==> src/common/core_pkg.sv <==
package core_pkg;

	typedef enum logic [3:0] {
		ADDI,
		ADD,
		SUB,
		LD,
		ST,
		BEQ,
		CSRWR,
		HALT
	} opcode_e;

	// rd <- rs1 op rs2 / imm, imm is sign extended except for CSRWR
	typedef struct packed {
		opcode_e     opcode;
		logic [2:0]  rd;
		logic [2:0]  rs1;
		logic [2:0]  rs2;
		logic [18:0] imm;
	} inst_t;

	typedef struct packed {
		logic        req;
		logic        we;
		logic [31:0] addr;
		logic [31:0] wdata;
	} bus_req_t;

	typedef struct packed {
		logic        ack;
		logic [31:0] rdata;
	} bus_resp_t;

	// one direct mapped window, segment is addr[31:29]
	typedef struct packed {
		logic       en;
		logic [2:0] vseg;
		logic [2:0] pseg;
	} dmw_t;

	typedef struct packed {
		logic da;
		dmw_t dmw0;
		dmw_t dmw1;
	} csr_state_t;

	typedef struct packed {
		logic        valid;
		logic [31:0] target;
	} redirect_t;

	typedef struct packed {
		logic [31:0] paddr;
		logic        fault;
	} mmu_resp_t;

	// CSRWR target, taken from imm[1:0]
	typedef enum logic [1:0] {
		CRMD,
		DMW0,
		DMW1
	} csr_sel_e;

endpackage

==> src/rtl/bus_arbiter.sv <==
`timescale 1ns/1ns

module bus_arbiter (
	input  logic                clk,
	input  logic                rst_n_i,
	input  core_pkg::bus_req_t  ibus_req_i,
	output core_pkg::bus_resp_t ibus_resp_o,
	input  core_pkg::bus_req_t  dbus_req_i,
	output core_pkg::bus_resp_t dbus_resp_o,
	output core_pkg::bus_req_t  mem_req_o,
	input  core_pkg::bus_resp_t mem_resp_i
);

	typedef enum logic [1:0] {
		IDLE,
		GRANT_I,
		GRANT_D
	} grant_e;

	grant_e             state_q;
	core_pkg::bus_req_t mem_req_q;
	core_pkg::bus_req_t owner_req;

	assign owner_req = (state_q == GRANT_D) ? dbus_req_i : ibus_req_i;

	always_ff @(posedge clk or negedge rst_n_i) begin
		if (!rst_n_i) begin
			state_q   <= IDLE;
			mem_req_q <= '0;
		end else begin
			case (state_q)
				IDLE: begin
					// data side first
					if (dbus_req_i.req) begin
						state_q   <= GRANT_D;
						mem_req_q <= dbus_req_i;
					end else if (ibus_req_i.req) begin
						state_q   <= GRANT_I;
						mem_req_q <= ibus_req_i;
					end
				end
				default: begin
					if (mem_req_q.req) begin
						mem_req_q <= owner_req;
					end else if (!mem_resp_i.ack) begin
						state_q <= IDLE;
					end
				end
			endcase
		end
	end

	assign mem_req_o = mem_req_q;

	assign ibus_resp_o.ack   = (state_q == GRANT_I) && mem_resp_i.ack;
	assign ibus_resp_o.rdata = (state_q == GRANT_I) ? mem_resp_i.rdata : '0;
	assign dbus_resp_o.ack   = (state_q == GRANT_D) && mem_resp_i.ack;
	assign dbus_resp_o.rdata = (state_q == GRANT_D) ? mem_resp_i.rdata : '0;

endmodule

==> src/frontend/frontend.sv <==
`timescale 1ns/1ns

module frontend #(
	parameter logic [31:0] RESET_PC = 32'h1c00_0000
) (
	input  logic                clk,
	input  logic                rst_n_i,
	output core_pkg::bus_req_t  bus_req_o,
	input  core_pkg::bus_resp_t bus_resp_i,
	output logic [31:0]         mmu_vaddr_o,
	input  core_pkg::mmu_resp_t mmu_resp_i,
	output core_pkg::inst_t     inst_o,
	output logic                inst_valid_o,
	output logic                inst_fault_o,
	input  logic                inst_ready_i,
	input  core_pkg::redirect_t redirect_i
);

	typedef enum logic [1:0] {
		IDLE,
		WAIT_ACK,
		WAIT_DROP
	} fetch_e;

	fetch_e          state_q;
	logic [31:0]     pc_q;
	logic [31:0]     addr_q;
	core_pkg::inst_t buf_q;
	logic            buf_valid_q;
	logic            buf_fault_q;
	logic            discard_q;
	logic            start_fetch;
	logic            fetch_ok;
	logic            fetch_fault;
	logic            fill;

	// buffer free or handed over this cycle; stale pc during a redirect
	assign start_fetch = (state_q == IDLE) && (!buf_valid_q || inst_ready_i)
		&& !redirect_i.valid;
	assign fetch_ok    = start_fetch && !mmu_resp_i.fault;
	assign fetch_fault = start_fetch && mmu_resp_i.fault;
	assign fill        = (state_q == WAIT_ACK) && bus_resp_i.ack && !discard_q;

	always_ff @(posedge clk) begin
		if (fetch_ok) begin
			addr_q <= mmu_resp_i.paddr;
		end
		if (fill) begin
			buf_q <= core_pkg::inst_t'(bus_resp_i.rdata);
		end else if (fetch_fault) begin
			buf_q <= '0;
		end
	end

	always_ff @(posedge clk or negedge rst_n_i) begin
		if (!rst_n_i) begin
			state_q     <= IDLE;
			pc_q        <= RESET_PC;
			buf_valid_q <= 1'b0;
			buf_fault_q <= 1'b0;
			discard_q   <= 1'b0;
		end else begin
			if (buf_valid_q && inst_ready_i) begin
				buf_valid_q <= 1'b0;
			end
			if (fill) begin
				buf_valid_q <= 1'b1;
				buf_fault_q <= 1'b0;
				pc_q        <= pc_q + 32'd4;
			end
			// faulting fetch goes to the backend with no bus cycle
			if (fetch_fault) begin
				buf_valid_q <= 1'b1;
				buf_fault_q <= 1'b1;
			end
			case (state_q)
				IDLE: begin
					if (fetch_ok) begin
						state_q   <= WAIT_ACK;
						discard_q <= 1'b0;
					end
				end
				WAIT_ACK: begin
					if (bus_resp_i.ack) begin
						state_q <= WAIT_DROP;
					end
				end
				WAIT_DROP: begin
					if (!bus_resp_i.ack) begin
						state_q <= IDLE;
					end
				end
				default: state_q <= IDLE;
			endcase
			if (redirect_i.valid) begin
				pc_q        <= redirect_i.target;
				buf_valid_q <= 1'b0;
				if (state_q == WAIT_ACK) begin
					discard_q <= 1'b1;
				end
			end
		end
	end

	assign mmu_vaddr_o = pc_q;

	assign bus_req_o.req   = (state_q == WAIT_ACK);
	assign bus_req_o.we    = 1'b0;
	assign bus_req_o.addr  = addr_q;
	assign bus_req_o.wdata = '0;

	assign inst_o       = buf_q;
	assign inst_valid_o = buf_valid_q;
	assign inst_fault_o = buf_fault_q;

endmodule

==> src/backend/backend.sv <==
`timescale 1ns/1ns

module backend #(
	parameter logic [31:0] RESET_PC = 32'h1c00_0000
) (
	input  logic                 clk,
	input  logic                 rst_n_i,
	input  core_pkg::inst_t      inst_i,
	input  logic                 inst_valid_i,
	input  logic                 inst_fault_i,
	output logic                 inst_ready_o,
	output core_pkg::redirect_t  redirect_o,
	output core_pkg::csr_state_t csr_o,
	output core_pkg::bus_req_t   bus_req_o,
	input  core_pkg::bus_resp_t  bus_resp_i,
	output logic [31:0]          mmu_vaddr_o,
	input  core_pkg::mmu_resp_t  mmu_resp_i,
	output logic                 halt_o,
	output logic                 fault_o
);

	typedef enum logic [1:0] {
		RUN,
		MEM_WAIT,
		MEM_DROP,
		STOP
	} state_e;

	state_e               state_q;
	core_pkg::inst_t      ex_q;
	logic                 ex_valid_q;
	logic                 ex_fault_q;
	logic [31:0]          pc_q;
	core_pkg::csr_state_t csr_q;
	core_pkg::bus_req_t   bus_q;
	logic                 halt_q;
	logic                 fault_q;
	logic [31:0]          rf_q [8];
	logic [31:0]          rs1_val, rs2_val, imm_sx;
	logic                 ex_go;
	logic                 taken;
	logic                 rf_we;
	logic [31:0]          rf_wdata;

	// one instruction in flight, next is taken once it retires
	assign inst_ready_o = (state_q == RUN) && !ex_valid_q;
	assign ex_go        = ex_valid_q && (state_q == RUN) && !ex_fault_q;

	assign rs1_val = (ex_q.rs1 == 3'd0) ? 32'd0 : rf_q[ex_q.rs1];
	assign rs2_val = (ex_q.rs2 == 3'd0) ? 32'd0 : rf_q[ex_q.rs2];
	assign imm_sx  = {{13{ex_q.imm[18]}}, ex_q.imm};

	// branch target is relative to the BEQ itself
	assign taken = ex_go && (ex_q.opcode == core_pkg::BEQ) && (rs1_val == rs2_val);
	assign redirect_o.valid  = taken;
	assign redirect_o.target = pc_q + {imm_sx[29:0], 2'b00};

	assign mmu_vaddr_o = rs1_val + imm_sx;

	always_comb begin
		rf_we    = 1'b0;
		rf_wdata = '0;
		if ((state_q == MEM_WAIT) && bus_resp_i.ack && !bus_q.we) begin
			rf_we    = 1'b1;
			rf_wdata = bus_resp_i.rdata;
		end else if (ex_go) begin
			case (ex_q.opcode)
				core_pkg::ADDI: begin
					rf_we    = 1'b1;
					rf_wdata = rs1_val + imm_sx;
				end
				core_pkg::ADD: begin
					rf_we    = 1'b1;
					rf_wdata = rs1_val + rs2_val;
				end
				core_pkg::SUB: begin
					rf_we    = 1'b1;
					rf_wdata = rs1_val - rs2_val;
				end
				default: rf_we = 1'b0;
			endcase
		end
	end

	// r0 is never written
	always_ff @(posedge clk) begin
		if (rf_we && (ex_q.rd != 3'd0)) begin
			rf_q[ex_q.rd] <= rf_wdata;
		end
	end

	always_ff @(posedge clk) begin
		if (inst_valid_i && inst_ready_o) begin
			ex_q <= inst_i;
		end
	end

	always_ff @(posedge clk or negedge rst_n_i) begin
		if (!rst_n_i) begin
			state_q    <= RUN;
			ex_valid_q <= 1'b0;
			ex_fault_q <= 1'b0;
			pc_q       <= RESET_PC;
			csr_q      <= '0;
			csr_q.da   <= 1'b1;
			bus_q      <= '0;
			halt_q     <= 1'b0;
			fault_q    <= 1'b0;
		end else begin
			case (state_q)
				RUN: begin
					if (ex_valid_q) begin
						ex_valid_q <= 1'b0;
						pc_q       <= taken ? redirect_o.target : pc_q + 32'd4;
						if (ex_fault_q) begin
							state_q <= STOP;
							fault_q <= 1'b1;
						end else begin
							case (ex_q.opcode)
								core_pkg::HALT: begin
									state_q <= STOP;
									halt_q  <= 1'b1;
								end
								core_pkg::LD, core_pkg::ST: begin
									if (mmu_resp_i.fault) begin
										state_q <= STOP;
										fault_q <= 1'b1;
									end else begin
										state_q     <= MEM_WAIT;
										bus_q.req   <= 1'b1;
										bus_q.we    <= (ex_q.opcode == core_pkg::ST);
										bus_q.addr  <= mmu_resp_i.paddr;
										bus_q.wdata <= rs2_val;
									end
								end
								core_pkg::CSRWR: begin
									case (core_pkg::csr_sel_e'(ex_q.imm[1:0]))
										core_pkg::CRMD: csr_q.da <= rs1_val[0];
										core_pkg::DMW0: csr_q.dmw0 <= core_pkg::dmw_t'(rs1_val[6:0]);
										core_pkg::DMW1: csr_q.dmw1 <= core_pkg::dmw_t'(rs1_val[6:0]);
										default: csr_q <= csr_q;
									endcase
								end
								default: state_q <= RUN;
							endcase
						end
					end else if (inst_valid_i) begin
						ex_valid_q <= 1'b1;
						ex_fault_q <= inst_fault_i;
					end
				end
				MEM_WAIT: begin
					if (bus_resp_i.ack) begin
						bus_q.req <= 1'b0;
						state_q   <= MEM_DROP;
					end
				end
				MEM_DROP: begin
					if (!bus_resp_i.ack) begin
						state_q <= RUN;
					end
				end
				default: state_q <= STOP;
			endcase
		end
	end

	assign csr_o     = csr_q;
	assign bus_req_o = bus_q;
	assign halt_o    = halt_q;
	assign fault_o   = fault_q;

endmodule

==> src/mmu/mmu.sv <==
`timescale 1ns/1ns

module mmu (
	input  logic [31:0]          fetch_vaddr_i,
	output core_pkg::mmu_resp_t  fetch_resp_o,
	input  logic [31:0]          data_vaddr_i,
	output core_pkg::mmu_resp_t  data_resp_o,
	input  core_pkg::csr_state_t csr_i
);

	// dmw0 checked first, only the segment bits change
	function automatic core_pkg::mmu_resp_t translate(
		input logic [31:0]          vaddr,
		input core_pkg::csr_state_t csr
	);
		core_pkg::mmu_resp_t resp;
		resp.paddr = vaddr;
		resp.fault = 1'b0;
		if (!csr.da) begin
			if (csr.dmw0.en && (vaddr[31:29] == csr.dmw0.vseg)) begin
				resp.paddr[31:29] = csr.dmw0.pseg;
			end else if (csr.dmw1.en && (vaddr[31:29] == csr.dmw1.vseg)) begin
				resp.paddr[31:29] = csr.dmw1.pseg;
			end else begin
				resp.fault = 1'b1;
			end
		end
		return resp;
	endfunction

	assign fetch_resp_o = translate(fetch_vaddr_i, csr_i);
	assign data_resp_o  = translate(data_vaddr_i, csr_i);

endmodule

==> src/rtl/core.sv <==
`timescale 1ns/1ns

module core #(
	parameter logic [31:0] RESET_PC = 32'h1c00_0000
) (
	input  logic                clk,
	input  logic                rst_n_i,
	output core_pkg::bus_req_t  mem_req_o,
	input  core_pkg::bus_resp_t mem_resp_i,
	output logic                halt_o,
	output logic                fault_o
);

	core_pkg::inst_t      inst;
	logic                 inst_valid;
	logic                 inst_fault;
	logic                 inst_ready;
	core_pkg::redirect_t  redirect;
	core_pkg::csr_state_t csr;
	core_pkg::bus_req_t   ibus_req, dbus_req;
	core_pkg::bus_resp_t  ibus_resp, dbus_resp;
	logic [31:0]          fetch_vaddr, data_vaddr;
	core_pkg::mmu_resp_t  immu_resp, dmmu_resp;

	bus_arbiter bus_arbiter (
		.clk         (clk),
		.rst_n_i     (rst_n_i),
		.ibus_req_i  (ibus_req),
		.ibus_resp_o (ibus_resp),
		.dbus_req_i  (dbus_req),
		.dbus_resp_o (dbus_resp),
		.mem_req_o   (mem_req_o),
		.mem_resp_i  (mem_resp_i)
	);

	frontend #(
		.RESET_PC(RESET_PC)
	) frontend (
		.clk          (clk),
		.rst_n_i      (rst_n_i),
		.bus_req_o    (ibus_req),
		.bus_resp_i   (ibus_resp),
		.mmu_vaddr_o  (fetch_vaddr),
		.mmu_resp_i   (immu_resp),
		.inst_o       (inst),
		.inst_valid_o (inst_valid),
		.inst_fault_o (inst_fault),
		.inst_ready_i (inst_ready),
		.redirect_i   (redirect)
	);

	backend #(
		.RESET_PC(RESET_PC)
	) backend (
		.clk          (clk),
		.rst_n_i      (rst_n_i),
		.inst_i       (inst),
		.inst_valid_i (inst_valid),
		.inst_fault_i (inst_fault),
		.inst_ready_o (inst_ready),
		.redirect_o   (redirect),
		.csr_o        (csr),
		.bus_req_o    (dbus_req),
		.bus_resp_i   (dbus_resp),
		.mmu_vaddr_o  (data_vaddr),
		.mmu_resp_i   (dmmu_resp),
		.halt_o       (halt_o),
		.fault_o      (fault_o)
	);

	mmu mmu (
		.fetch_vaddr_i (fetch_vaddr),
		.fetch_resp_o  (immu_resp),
		.data_vaddr_i  (data_vaddr),
		.data_resp_o   (dmmu_resp),
		.csr_i         (csr)
	);

endmodule

==> config.mk <==
export PLATFORM = sky130hd
export DESIGN_NAME = core
export DESIGN_NICKNAME = d
export VERILOG_FILES = /design/src/common/core_pkg.sv /design/src/rtl/bus_arbiter.sv /design/src/frontend/frontend.sv /design/src/backend/backend.sv /design/src/mmu/mmu.sv /design/src/rtl/core.sv
export SDC_FILE = /design/constraint.sdc
export NUM_CORES = 1
export LEC_CHECK = 0
export ABC_CLOCK_PERIOD_IN_PS = 16700
export BUFFER_PORTS_ARGS = -buffer_cell sky130_fd_sc_hd__buf_2
export CAP_MARGIN = 20
export CORE_MARGIN = 2
export CORE_UTILIZATION = 65
export DETAILED_ROUTE_END_ITERATION = 6
export PLACE_DENSITY = 0.83
export SYNTH_ARGS = -nofsm -noshare
export SYNTH_HDL_FRONTEND = slang
export SYNTH_SLANG_ARGS = --single-unit
==> constraint.sdc <==
create_clock -name clk -period 16.7 [get_ports clk]
set_clock_uncertainty 0.1 [all_clocks]
set_input_delay 4.175 -clock clk [delete_from_list [all_inputs] [get_ports clk]]
set_output_delay 4.175 -clock clk [all_outputs]
set_load 0.01 [all_outputs]
## Yosys cells after proc, flatten, opt, wreduce, memory -nomap -nowiden

Memory sizes are Yosys's and may differ from the RTL's. A register that Yosys moved wholly into a read port is not among the register bits.
Index checks and enable logic that the tools add are counted.

| word-level totals | value |
|---|---|
| register bits | 320 |
| bits in writable memories | 256 |
| input port bits | 35 |
| output and inout port bits | 68 |
| word-level logic and storage cells | 213 |
| memories kept | 1 |

| operators by class | value |
|---|---|
| add/subtract/negate cells | 6 |
| equality and inequality tests | 33 |
| multiplexer cells | 73 |
| bitwise gates (word level) | 3 |
| reduce and logical (&&, ||, !) cells | 59 |

Memories:

| name | depth | bits a word | rd ports | clocked after Yosys merged registers in | write ports | RTL line | RTL |
|---|---|---|---|---|---|---|---|
| backend.rf_q | 8 | 32 | 2 | 2 | 1 | backend.sv:38 | `logic [31:0] rf_q [8];` |

Operator list:

| kind | count |
|---|---|
| $mux 66 | 9 |
| $mux 32 | 11 |
| $add 32x32->32 | 3 |
| $pmux 32 s3 | 1 |
| $add 32x3->32 const B | 2 |
| $eq 32x32->1 | 1 |
| $sub 32x32->32 | 1 |
| $mux 1 | 27 |
| $mux 2 | 13 |
| $mux 3 | 8 |
| $logic_and 1x1->1 | 21 |
| $reduce_and 5->1 | 4 |
| $pmux 2 s3 | 3 |
| $eq 4x3->1 const B | 4 |
| $eq 3x3->1 | 4 |
| $ne 2x2->1 const B | 6 |
| $reduce_and 4->1 | 3 |
| $reduce_bool 2->1 | 6 |
| $ne 2x1->1 const B | 5 |
| $reduce_and 3->1 | 3 |
| $eq 2x1->1 const B | 4 |
| $eq 2x2->1 const B | 4 |
| $eq 4x2->1 const B | 2 |
| $logic_not 2->1 | 4 |
| 15 further kinds | 25 |

## Longest topological paths before layout

Gate-level depths: netlist of the first run.

| logic depth | value |
|---|---|
| word-level depth | 13 |
| gate-level depth with buffers | 23 |
| mapped depth without buffers | 19 |

## Cells and area by module

From an unflattened synthesis of the first run, not the netlist that was laid out.

| unflattened totals | value |
|---|---|
| cell total of the unflattened synthesis | 3245 |
| area, all modules | 35988.3 um^2 |

Modules (own cells, without submodules):

| module | times used | cells an instance | area an instance (um^2) | sequential area each (um^2) |
|---|---|---|---|---|
| backend | 1 | 2242 | 25493.2 | 11701.2 |
| bus_arbiter | 1 | 541 | 5315.1 | 1701.6 |
| frontend | 1 | 355 | 4408.0 | 2851.5 |
| mmu | 1 | 107 | 772.0 | 0.0 |

## Worst setup path before layout of the first run

OpenSTA, ideal clock, no wires.

| path | value |
|---|---|
| kind | in2reg |
| start | in mem_resp_i[32] in the netlist's numbering |
| end | mem backend.rf_q[5][0], enable pin |
| setup time | 0.468 ns |
| arrival | 7.464 ns |
| required time | 16.132 ns |
| path slack | 8.668 ns |
| stages on the path | 7 |
| buffers on the path | 1 |
| cell sequence | and3b_1 -> nand2_1 -> or2_2 -> clkbuf_1 -> nand2_1 -> nand2_1 -> nor3b_1 |

| between the ends | value |
|---|---|
| word-level cells in the longest chain between the ends | 7 |

RTL lines:

| element | RTL line | RTL |
|---|---|---|
| start: declaration | core.sv:9 | `input core_pkg::bus_resp_t mem_resp_i,` |
| $logic_and 1x1->1 | bus_arbiter.sv:57 | `assign dbus_resp_o.ack = (state_q == GRANT_D) && mem_resp_i.ack;` |
| $logic_and 1x1->1 (2 in series) | backend.sv:63 | `if ((state_q == MEM_WAIT) && bus_resp_i.ack && !bus_q.we) begin` |
| $mux 1 | backend.sv:63 |  |
| $logic_and 1x1->1 | backend.sv:87 | `if (rf_we && (ex_q.rd != 3'd0)) begin` |
| $mux 1 | backend.sv:87 |  |
| $mux 1 (not written as such) | backend.sv:88 | `rf_q[ex_q.rd] <= rf_wdata;` |
| end: declaration | backend.sv:38 |  |

Every way passes these cells.

==> results.yml, run 1 <==
setup_path:
  r2r_slack_ns: 9.34
  cpPeakStageDelay_ns: 1.08
  critPathMaxFanout: 44
  timing_worst_setup_path_type: "reg -> reg"
  path_common_cell: "a21oi_1"
  path_cells: "buf_4 > mux4_2 > nand2_1 > a21oi_1 > ha_1 > nand2b_1 > a21oi_1 > nor4_1 > o21ai_0 > a2111oi_0 > o41ai_1 > buf_4 > o41a_1 > o211ai_1 > o22ai_1 > xor2_1 > nand3_1 > a21oi_1"
  r2r-end: "backend.rf_q[4][31]$_DFFE_PP_"
  cp_num_buf_inv: 2
  cp_slowest_cell: "a2111oi_0"
  critPathArrivalTime_ns: 7.59
  reg2reg_depth: 18
  cp-end-kind: "register"
  cp_top_family: "compound AO/OA/AOI/OAI gates"
  required_ns: 16.93
  start_kind: "register"
global_routing:
  grt-ovfl-total: 0
  grt_pass1_vias: 24534
  antenna_found_initial: 3
  track_usage_pct: 38.9
  grt_pass1_wl_mm: 148
  grt_max_degree: 106
flow_run:
  maxCapViolations: 0
worst_hold_path:
  min_to: "backend.ex_q[15]$_DFFE_PP_"
  hold_depth: 0
  hp-class: "reg -> reg"
  min_from: "frontend.inst_o[15]$_SDFFCE_PN0P_"
sta:
  whs_ns: 0.319
  worst_slew_pin_slew_ns: 1.18
  finalCritPeriodShare_pct: 44.1
  worst_slack_ns: 9.34
  setup_tns_ns: 0
  fin_crit_ns: 7.36
  max_freq_ghz: 0.136
  max_slew_margin_pct: 19.0
  slew_violations: 0
  rsz0062_at_grt: "false"
  setup_viol: 0
  finalHoldViolations: 0
clocking:
  cts_setup_buffers: 0
  ctsHoldBuffers: 0
  cts_root_buffer: "clkbuf_16"
  clk_path_buf_depth: 3
  clkLatencyLatePin_ns: 0.65
  clock_sinks: 576
  ctsResizeCount: 0
  cts_inserted_buffers: 59
  htree_levels: 2
  clkTransAtPathRegs_ns: 0.07
  cts_tree: "built"
layout:
  layout-drive-gt1-share_pct: 15.1
  fin_area_mm2: 0.0356
  num-fill-cells: 3298
  finalNonFillerCells: 3651
  fin_nets: 3101
  area_growth_pct: 10.6
  diodes: 0
  final_core_util_pct: 72.8
drt:
  routed_wl_mm: 98.4
  wl_per_cell_um: 27.0
  vias: 25047
  antenna_left: 0
  drc_errors: 0
  viasPerCell: 6.86
  drt_first_pass_iters: 6
  drt_iter0_markers: 3718
status:
  outcome: "complete, no violations"
floorplan:
  die_w_um: 226
  rows: 81
  pin_count: 103
  core_mm2: 0.0488
  start_util_pct: 65.8
  die_area_mm2: 0.0512
  die_y_um: 226
place:
  place_inst: 3528
  dp_hpwl_mm: 68.8
  gp_congestion: 0.989
  port_buffers: 102
  placed_cell_area_mm2: 0.0335
  pre_cts_ws_ns: 9.37
pwr:
  power.total_mw: 3.09
  peakVddDrop_v: 0.000120
  leakage_nw: 13.7
  p_per_area_mw_per_mm2: 87.0
synth:
  synthAdderAreaFrac_pct: 5.10
  yosysUniqueCellTypes: 92
  synth_edf_count: 350
  syn-cell-area_mm2: 0.0321
  syn_area_per_cell_um2: 11.3
  synthFlopType: "edfxtp_1"
  synth_compound_area_share_pct: 15.6
  synth_cells: 2834
  synthMuxAreaShare_pct: 11.6
  synthSimpleGateAreaFrac_pct: 11.5
  synthesis.yosys.warnings: 0
  synth_top_family_by_area: "compound AO/OA/AOI/OAI gates"
  ys_async_sr_fraction_pct: 38.2
  ys_ff_latch: 576
  ys_seq_area_share_pct: 50.2
  synth_xor_xnor_area_share_pct: 3.01
[where the power goes]
group          internal [mW]  switching, mW
Combinational         0.0374          0.126
Clock                  0.776          0.593
Sequential              1.54         0.0242
Total                   2.35          0.743
[cell usage in the layout (no fill, tap or decap), types with 44 or more instances in the layout]
| master | n |
|---|---|
| edfxtp_1 | 350 |
| nand2_1 | 298 |
| a21oi_1 | 214 |
| dfrtp_1 | 213 |
| nor2_1 | 192 |
| o21ai_0 | 142 |
| ha_1 | 127 |
| mux4_2 | 124 |
| buf_2 | 102 |
| inv_1 | 96 |
| xnor2_1 | 67 |
| clkbuf_16 | 59 |
| and2_1 | 49 |
| nand3_1 | 45 |
| a22o_1 | 45 |
| buf_4 | 44 |
[cell usage after synthesis (all sizes together), types with 29 or more instances]
cell type  number  area, um^2
ha            127        1590
nand3          46         235
inv            96         360
and2           49         307
mux2i          44         465
clkbuf        108         405
xor2           41         359
nand2b         29         189
a22o           45         394
buf            40         194
xnor2          67         587
nor2          197         742
o21bai         29         218
a22oi          41         308
a21o           43         323
mux2           38         428
a21oi         214        1070
dfrtp         213        5330
nand2         298        1120
nor3           48         240
mux4          125        2820
o21ai         173         866
edfxtp        350       10500
[layout make-up]
| type | count | area [um^2] | share of cell area [%] |
|---|---|---|---|
| clock buffers | 78 | 1610 | 4.52 |
| multi-input cells | 2043 | 15300 | 42.9 |
| inverters | 98 | 368 | 1.03 |
| well taps | 664 | 831 | 2.34 |
| repair buffers | 159 | 958 | 2.70 |
| flip-flops and latches | 576 | 16200 | 45.4 |
| clock inverters | 33 | 372 | 1.05 |
[per-layer routing]
| metal | track usage (%) | routed length [um] | vias up |
|---|---|---|---|
| met2 | 62.0 | 45900 | 1571 |
| met1 | 50.6 | 36000 | 12268 |
| met3 | 7.49 | 10300 | 321 |
| met4 | 21.3 | 6190 | 4 |
| li1 | - | - | 10883 |
| met5 | 0 | 23 | - |
[registers in the layout, indices dropped and copies added, names as in the netlist, 2 cells and up, named ones only]
| name | count |
|---|---|
| backend.bus_req_o | 66 |
| backend.csr_o | 15 |
| backend.ex_q | 32 |
| backend.pc_q | 30 |
| backend.rf_q | 256 |
| backend.state_q | 2 |
| bus_arbiter.mem_req_o | 66 |
| bus_arbiter.state_q | 2 |
| frontend.addr_q | 30 |
| frontend.inst_o | 32 |
| frontend.mmu_vaddr_o | 30 |
| frontend.state_q | 2 |
[cells by family (layout without fill, tap and decap cells)]
| logic type | Yosys count | after routing |
|---|---|---|
| other cells | 1 | 32 |
| buf+inv | 246 | 368 |
| flops | 576 | 576 |
| mux | 207 | 207 |
| compound gates | 770 | 770 |
| simple gates | 795 | 795 |
| xor+xnor | 109 | 109 |
| fa+ha+maj | 130 | 130 |
[worst reg2reg max path, stage by stage, from the launching register on]
cell and delay [ns]:
dfxtp_4 0.66, buf_4 0.79, mux4_2 0.39, nand2_1 0.05
a21oi_1 0.83, ha_1 0.49, nand2b_1 0.11, a21oi_1 0.09
nor4_1 0.21, o21ai_0 0.24, a2111oi_0 1.08, o41ai_1 0.19
buf_4 0.21, o41a_1 0.35, o211ai_1 0.31, o22ai_1 0.13
xor2_1 0.14, nand3_1 0.09, a21oi_1 0.58
[worst max-delay path by stage]
stage	from	end	slack (ns)	cells past startpoint
6_report	register	backend.rf_q[4][31]$_DFFE_PP_	9.34	18
3_3_place_gp	mem_resp_i[32]	backend.rf_q[5][24]$_DFFE_PP_	9.47	8
3_5_place_dp	register	backend.rf_q[3][26]$_DFFE_PP_	9.37	18
2_1_floorplan	mem_resp_i[32]	backend.rf_q[5][0]$_DFFE_PP_	8.67	7
5_1_grt	register	backend.rf_q[0][31]$_DFFE_PP_	8.92	18
4_1_cts	register	backend.rf_q[3][26]$_DFFE_PP_	9.30	18
Power figures use the tool's default switching activity.
==> inputs of run 2 (changes only) <==
--- a/config.mk
+++ b/config.mk
@@ -5,13 +5,13 @@
 export SDC_FILE = /design/constraint.sdc
 export NUM_CORES = 1
 export LEC_CHECK = 0
-export ABC_CLOCK_PERIOD_IN_PS = 16700
+export ABC_CLOCK_PERIOD_IN_PS = 7600
 export BUFFER_PORTS_ARGS = -buffer_cell sky130_fd_sc_hd__buf_2
 export CAP_MARGIN = 20
 export CORE_MARGIN = 2
-export CORE_UTILIZATION = 65
+export CORE_UTILIZATION = 63
 export DETAILED_ROUTE_END_ITERATION = 6
-export PLACE_DENSITY = 0.83
+export PLACE_DENSITY = 0.81
 export SYNTH_ARGS = -nofsm -noshare
 export SYNTH_HDL_FRONTEND = slang
 export SYNTH_SLANG_ARGS = --single-unit
==> constraint.sdc (replaced) <==
create_clock -name clk -period 7.6 [get_ports clk]
set_clock_uncertainty 0.1 [all_clocks]
set_input_delay 1.9 -clock clk [delete_from_list [all_inputs] [get_ports clk]]
set_output_delay 1.9 -clock clk [all_outputs]
set_load 0.01 [all_outputs]
==> run 2 against run 1 <==
Compared with the run above:
- cell count up 0.36%
- register-to-register slack worse by 8.3 ns
- worst hold slack worse by 0.020 ns
- total power up 120%
- critical path type unchanged
- critical endpoint is now backend.bus_req_o[13]$_DFFE_PN0P_
- largest cell class unchanged
- largest power group unchanged
==> results.yml, run 2 (same netlist as run 1, synthesis figures left out) <==
clocking:
  clock_sinks: 576
  clkTransAtPathRegs_ns: 0.07
  ctsHoldBuffers: 0
  cts_setup_buffers: 0
  ctsResizeCount: 0
  cts_tree: "built"
  clkLatencyLatePin_ns: 0.64
  htree_levels: 2
  cts_inserted_buffers: 58
  cts_root_buffer: "clkbuf_16"
  clk_path_buf_depth: 3
setup_path:
  critPathMaxFanout: 58
  r2r-end: "backend.bus_req_o[13]$_DFFE_PN0P_"
  cp-end-kind: "register"
  r2r_slack_ns: 0.99
  timing_worst_setup_path_type: "reg -> reg"
  critPathArrivalTime_ns: 7.04
  required_ns: 8.03
  start_kind: "register"
  reg2reg_depth: 18
pwr:
  netSwitchingPower_mw: 1.60
  power.total_mw: 6.72
  peakVddDrop_v: 0.000322
  swShare_pct: 23.9
  p_comb_share_pct: 5.4
  p_per_area_mw_per_mm2: 189
  leakage_nw: 13.7
  internal_power_mw: 5.11
  p_seq_share_pct: 51.0
  power_frac_clock_pct: 43.6
place:
  port_buffers: 102
  placed_cell_area_mm2: 0.0336
  dp_hpwl_mm: 70.8
  gp_congestion: 1.02
sta:
  worst_slew_pin_slew_ns: 1.08
  slew_violations: 0
  finalCritPeriodShare_pct: 87.0
  max_freq_ghz: 0.151
  max_slew_margin_pct: 26.2
  rsz0062_at_grt: "false"
  setup_tns_ns: 0
  whs_ns: 0.299
  setup_viol: 0
  finalHoldViolations: 0
  fin_crit_ns: 6.61
layout:
  layout_common_cells: "edfxtp_1, nand2_1, a21oi_1, dfrtp_1, nor2_1"
  top_register: "backend.rf_q"
  diodes: 0
  multiInputGateArea_mm2: 0.0153
  fin_nets: 3106
  ff_latch_area_mm2: 0.0162
  num-fill-cells: 3470
  largest_reg_flops: 256
  area_growth_pct: 10.7
  layout-drive-gt1-share_pct: 15.2
  fin_area_mm2: 0.0356
  final_common_cell: "edfxtp_1"
drt:
  drt_iter0_markers: 3294
  drt_first_pass_iters: 6
  routed_wl_mm: 99.2
  antenna_left: 0
  wl_per_cell_um: 27.1
  drc_errors: 0
  vias: 24951
  viasPerCell: 6.81
global_routing:
  grt_max_degree: 181
  track_usage_pct: 38.0
  grt-ovfl-total: 0
  antenna_found_initial: 3
  grt_pass1_wl_mm: 151
  grt_pass1_vias: 24750
worst_hold_path:
  hp-class: "reg -> reg"
  min_from: "frontend.inst_o[17]$_SDFFCE_PN0P_"
  hold_depth: 0
  min_to: "backend.ex_q[17]$_DFFE_PP_"
floorplan:
  start_util_pct: 63.9
  core_mm2: 0.0503
  die_y_um: 230
  rows: 82
  die_area_mm2: 0.0528
  die_w_um: 230
  pin_count: 103
status:
  outcome: "complete, no violations"
flow_run:
  maxCapViolations: 0
run 2: cell types whose count changed in the layout (fill, tap and decap cells not counted), sizes merged:
cell	previous run	this run
buf	148	160
clkbuf	89	80
clkinvlp	3	7
bufinv	6	5
clkinv	20	19
run 2: area by class of cell:
type | count | share of cell area, %
clock buffer | 75 | 4.46
multi-input combinational | 2043 | 42.9
tap | 672 | 2.36
inverter | 98 | 1.03
sequential | 576 | 45.4
clock inverter | 35 | 0.982
timing repair buffer | 165 | 2.81
run 2: critical path, stage by stage (launching register included):
cell,delay [ns]
dfxtp_4,0.55
buf_4,0.51
mux4_2,0.57
nand2_1,0.09
a21oi_1,0.21
ha_1,0.46
and4_1,0.27
nand2_1,0.12
nor4b_2,0.30
o21ai_1,0.15
a2111oi_1,0.69
or3_1,0.36
mux2i_4,0.35
a21oi_1,0.11
o2111a_1,0.35
o31ai_4,0.21
buf_4,0.57
nand2_1,0.24
o21ai_1,0.22
run 2: metrics by stage:
stage          util [%]  cells  worst slack (ns)
6_report           70.7   3664             0.991
5_1_grt            70.7   3664             0.607
4_1_cts            70.6   3657              1.10
3_5_place_dp       66.8   3547              1.18
3_3_place_gp       66.8   3547              1.24
2_1_floorplan         -   2865              1.67
run 2: power by group through the flow:
stage	clock (mW)	sequential [mW]	combinational, mW
after global placement	0	3.48	0.341
after CTS	2.94	3.43	0.356
after floorplan	0	3.47	0.210
after detailed placement	0	3.49	0.354
final	2.93	3.43	0.361
after global routing	3.06	3.43	0.392
run 2: routing by layer:
layer,vias to the layer above,routed length (um),global-route usage [%]
met3,255,9620,6.76
met2,1452,47300,62.4
li1,10873,-,-
met1,12371,37000,49.5
met5,-,0,0
met4,0,5300,18.0
run 2: how the worst max path moves through the flow:
stage	from	endpoint	slack, ns	cells after the start
6_report	register	backend.bus_req_o[13]$_DFFE_PN0P_	0.99	18
5_1_grt	register	backend.rf_q[6][26]$_DFFE_PP_	0.61	17
4_1_cts	register	backend.bus_req_o[13]$_DFFE_PN0P_	1.10	18
3_5_place_dp	register	backend.bus_req_o[13]$_DFFE_PN0P_	1.18	18
3_3_place_gp	register	backend.bus_req_o[13]$_DFFE_PN0P_	1.24	18
2_1_floorplan	register	frontend.inst_valid_o$_DFFE_PN0P_	1.67	21
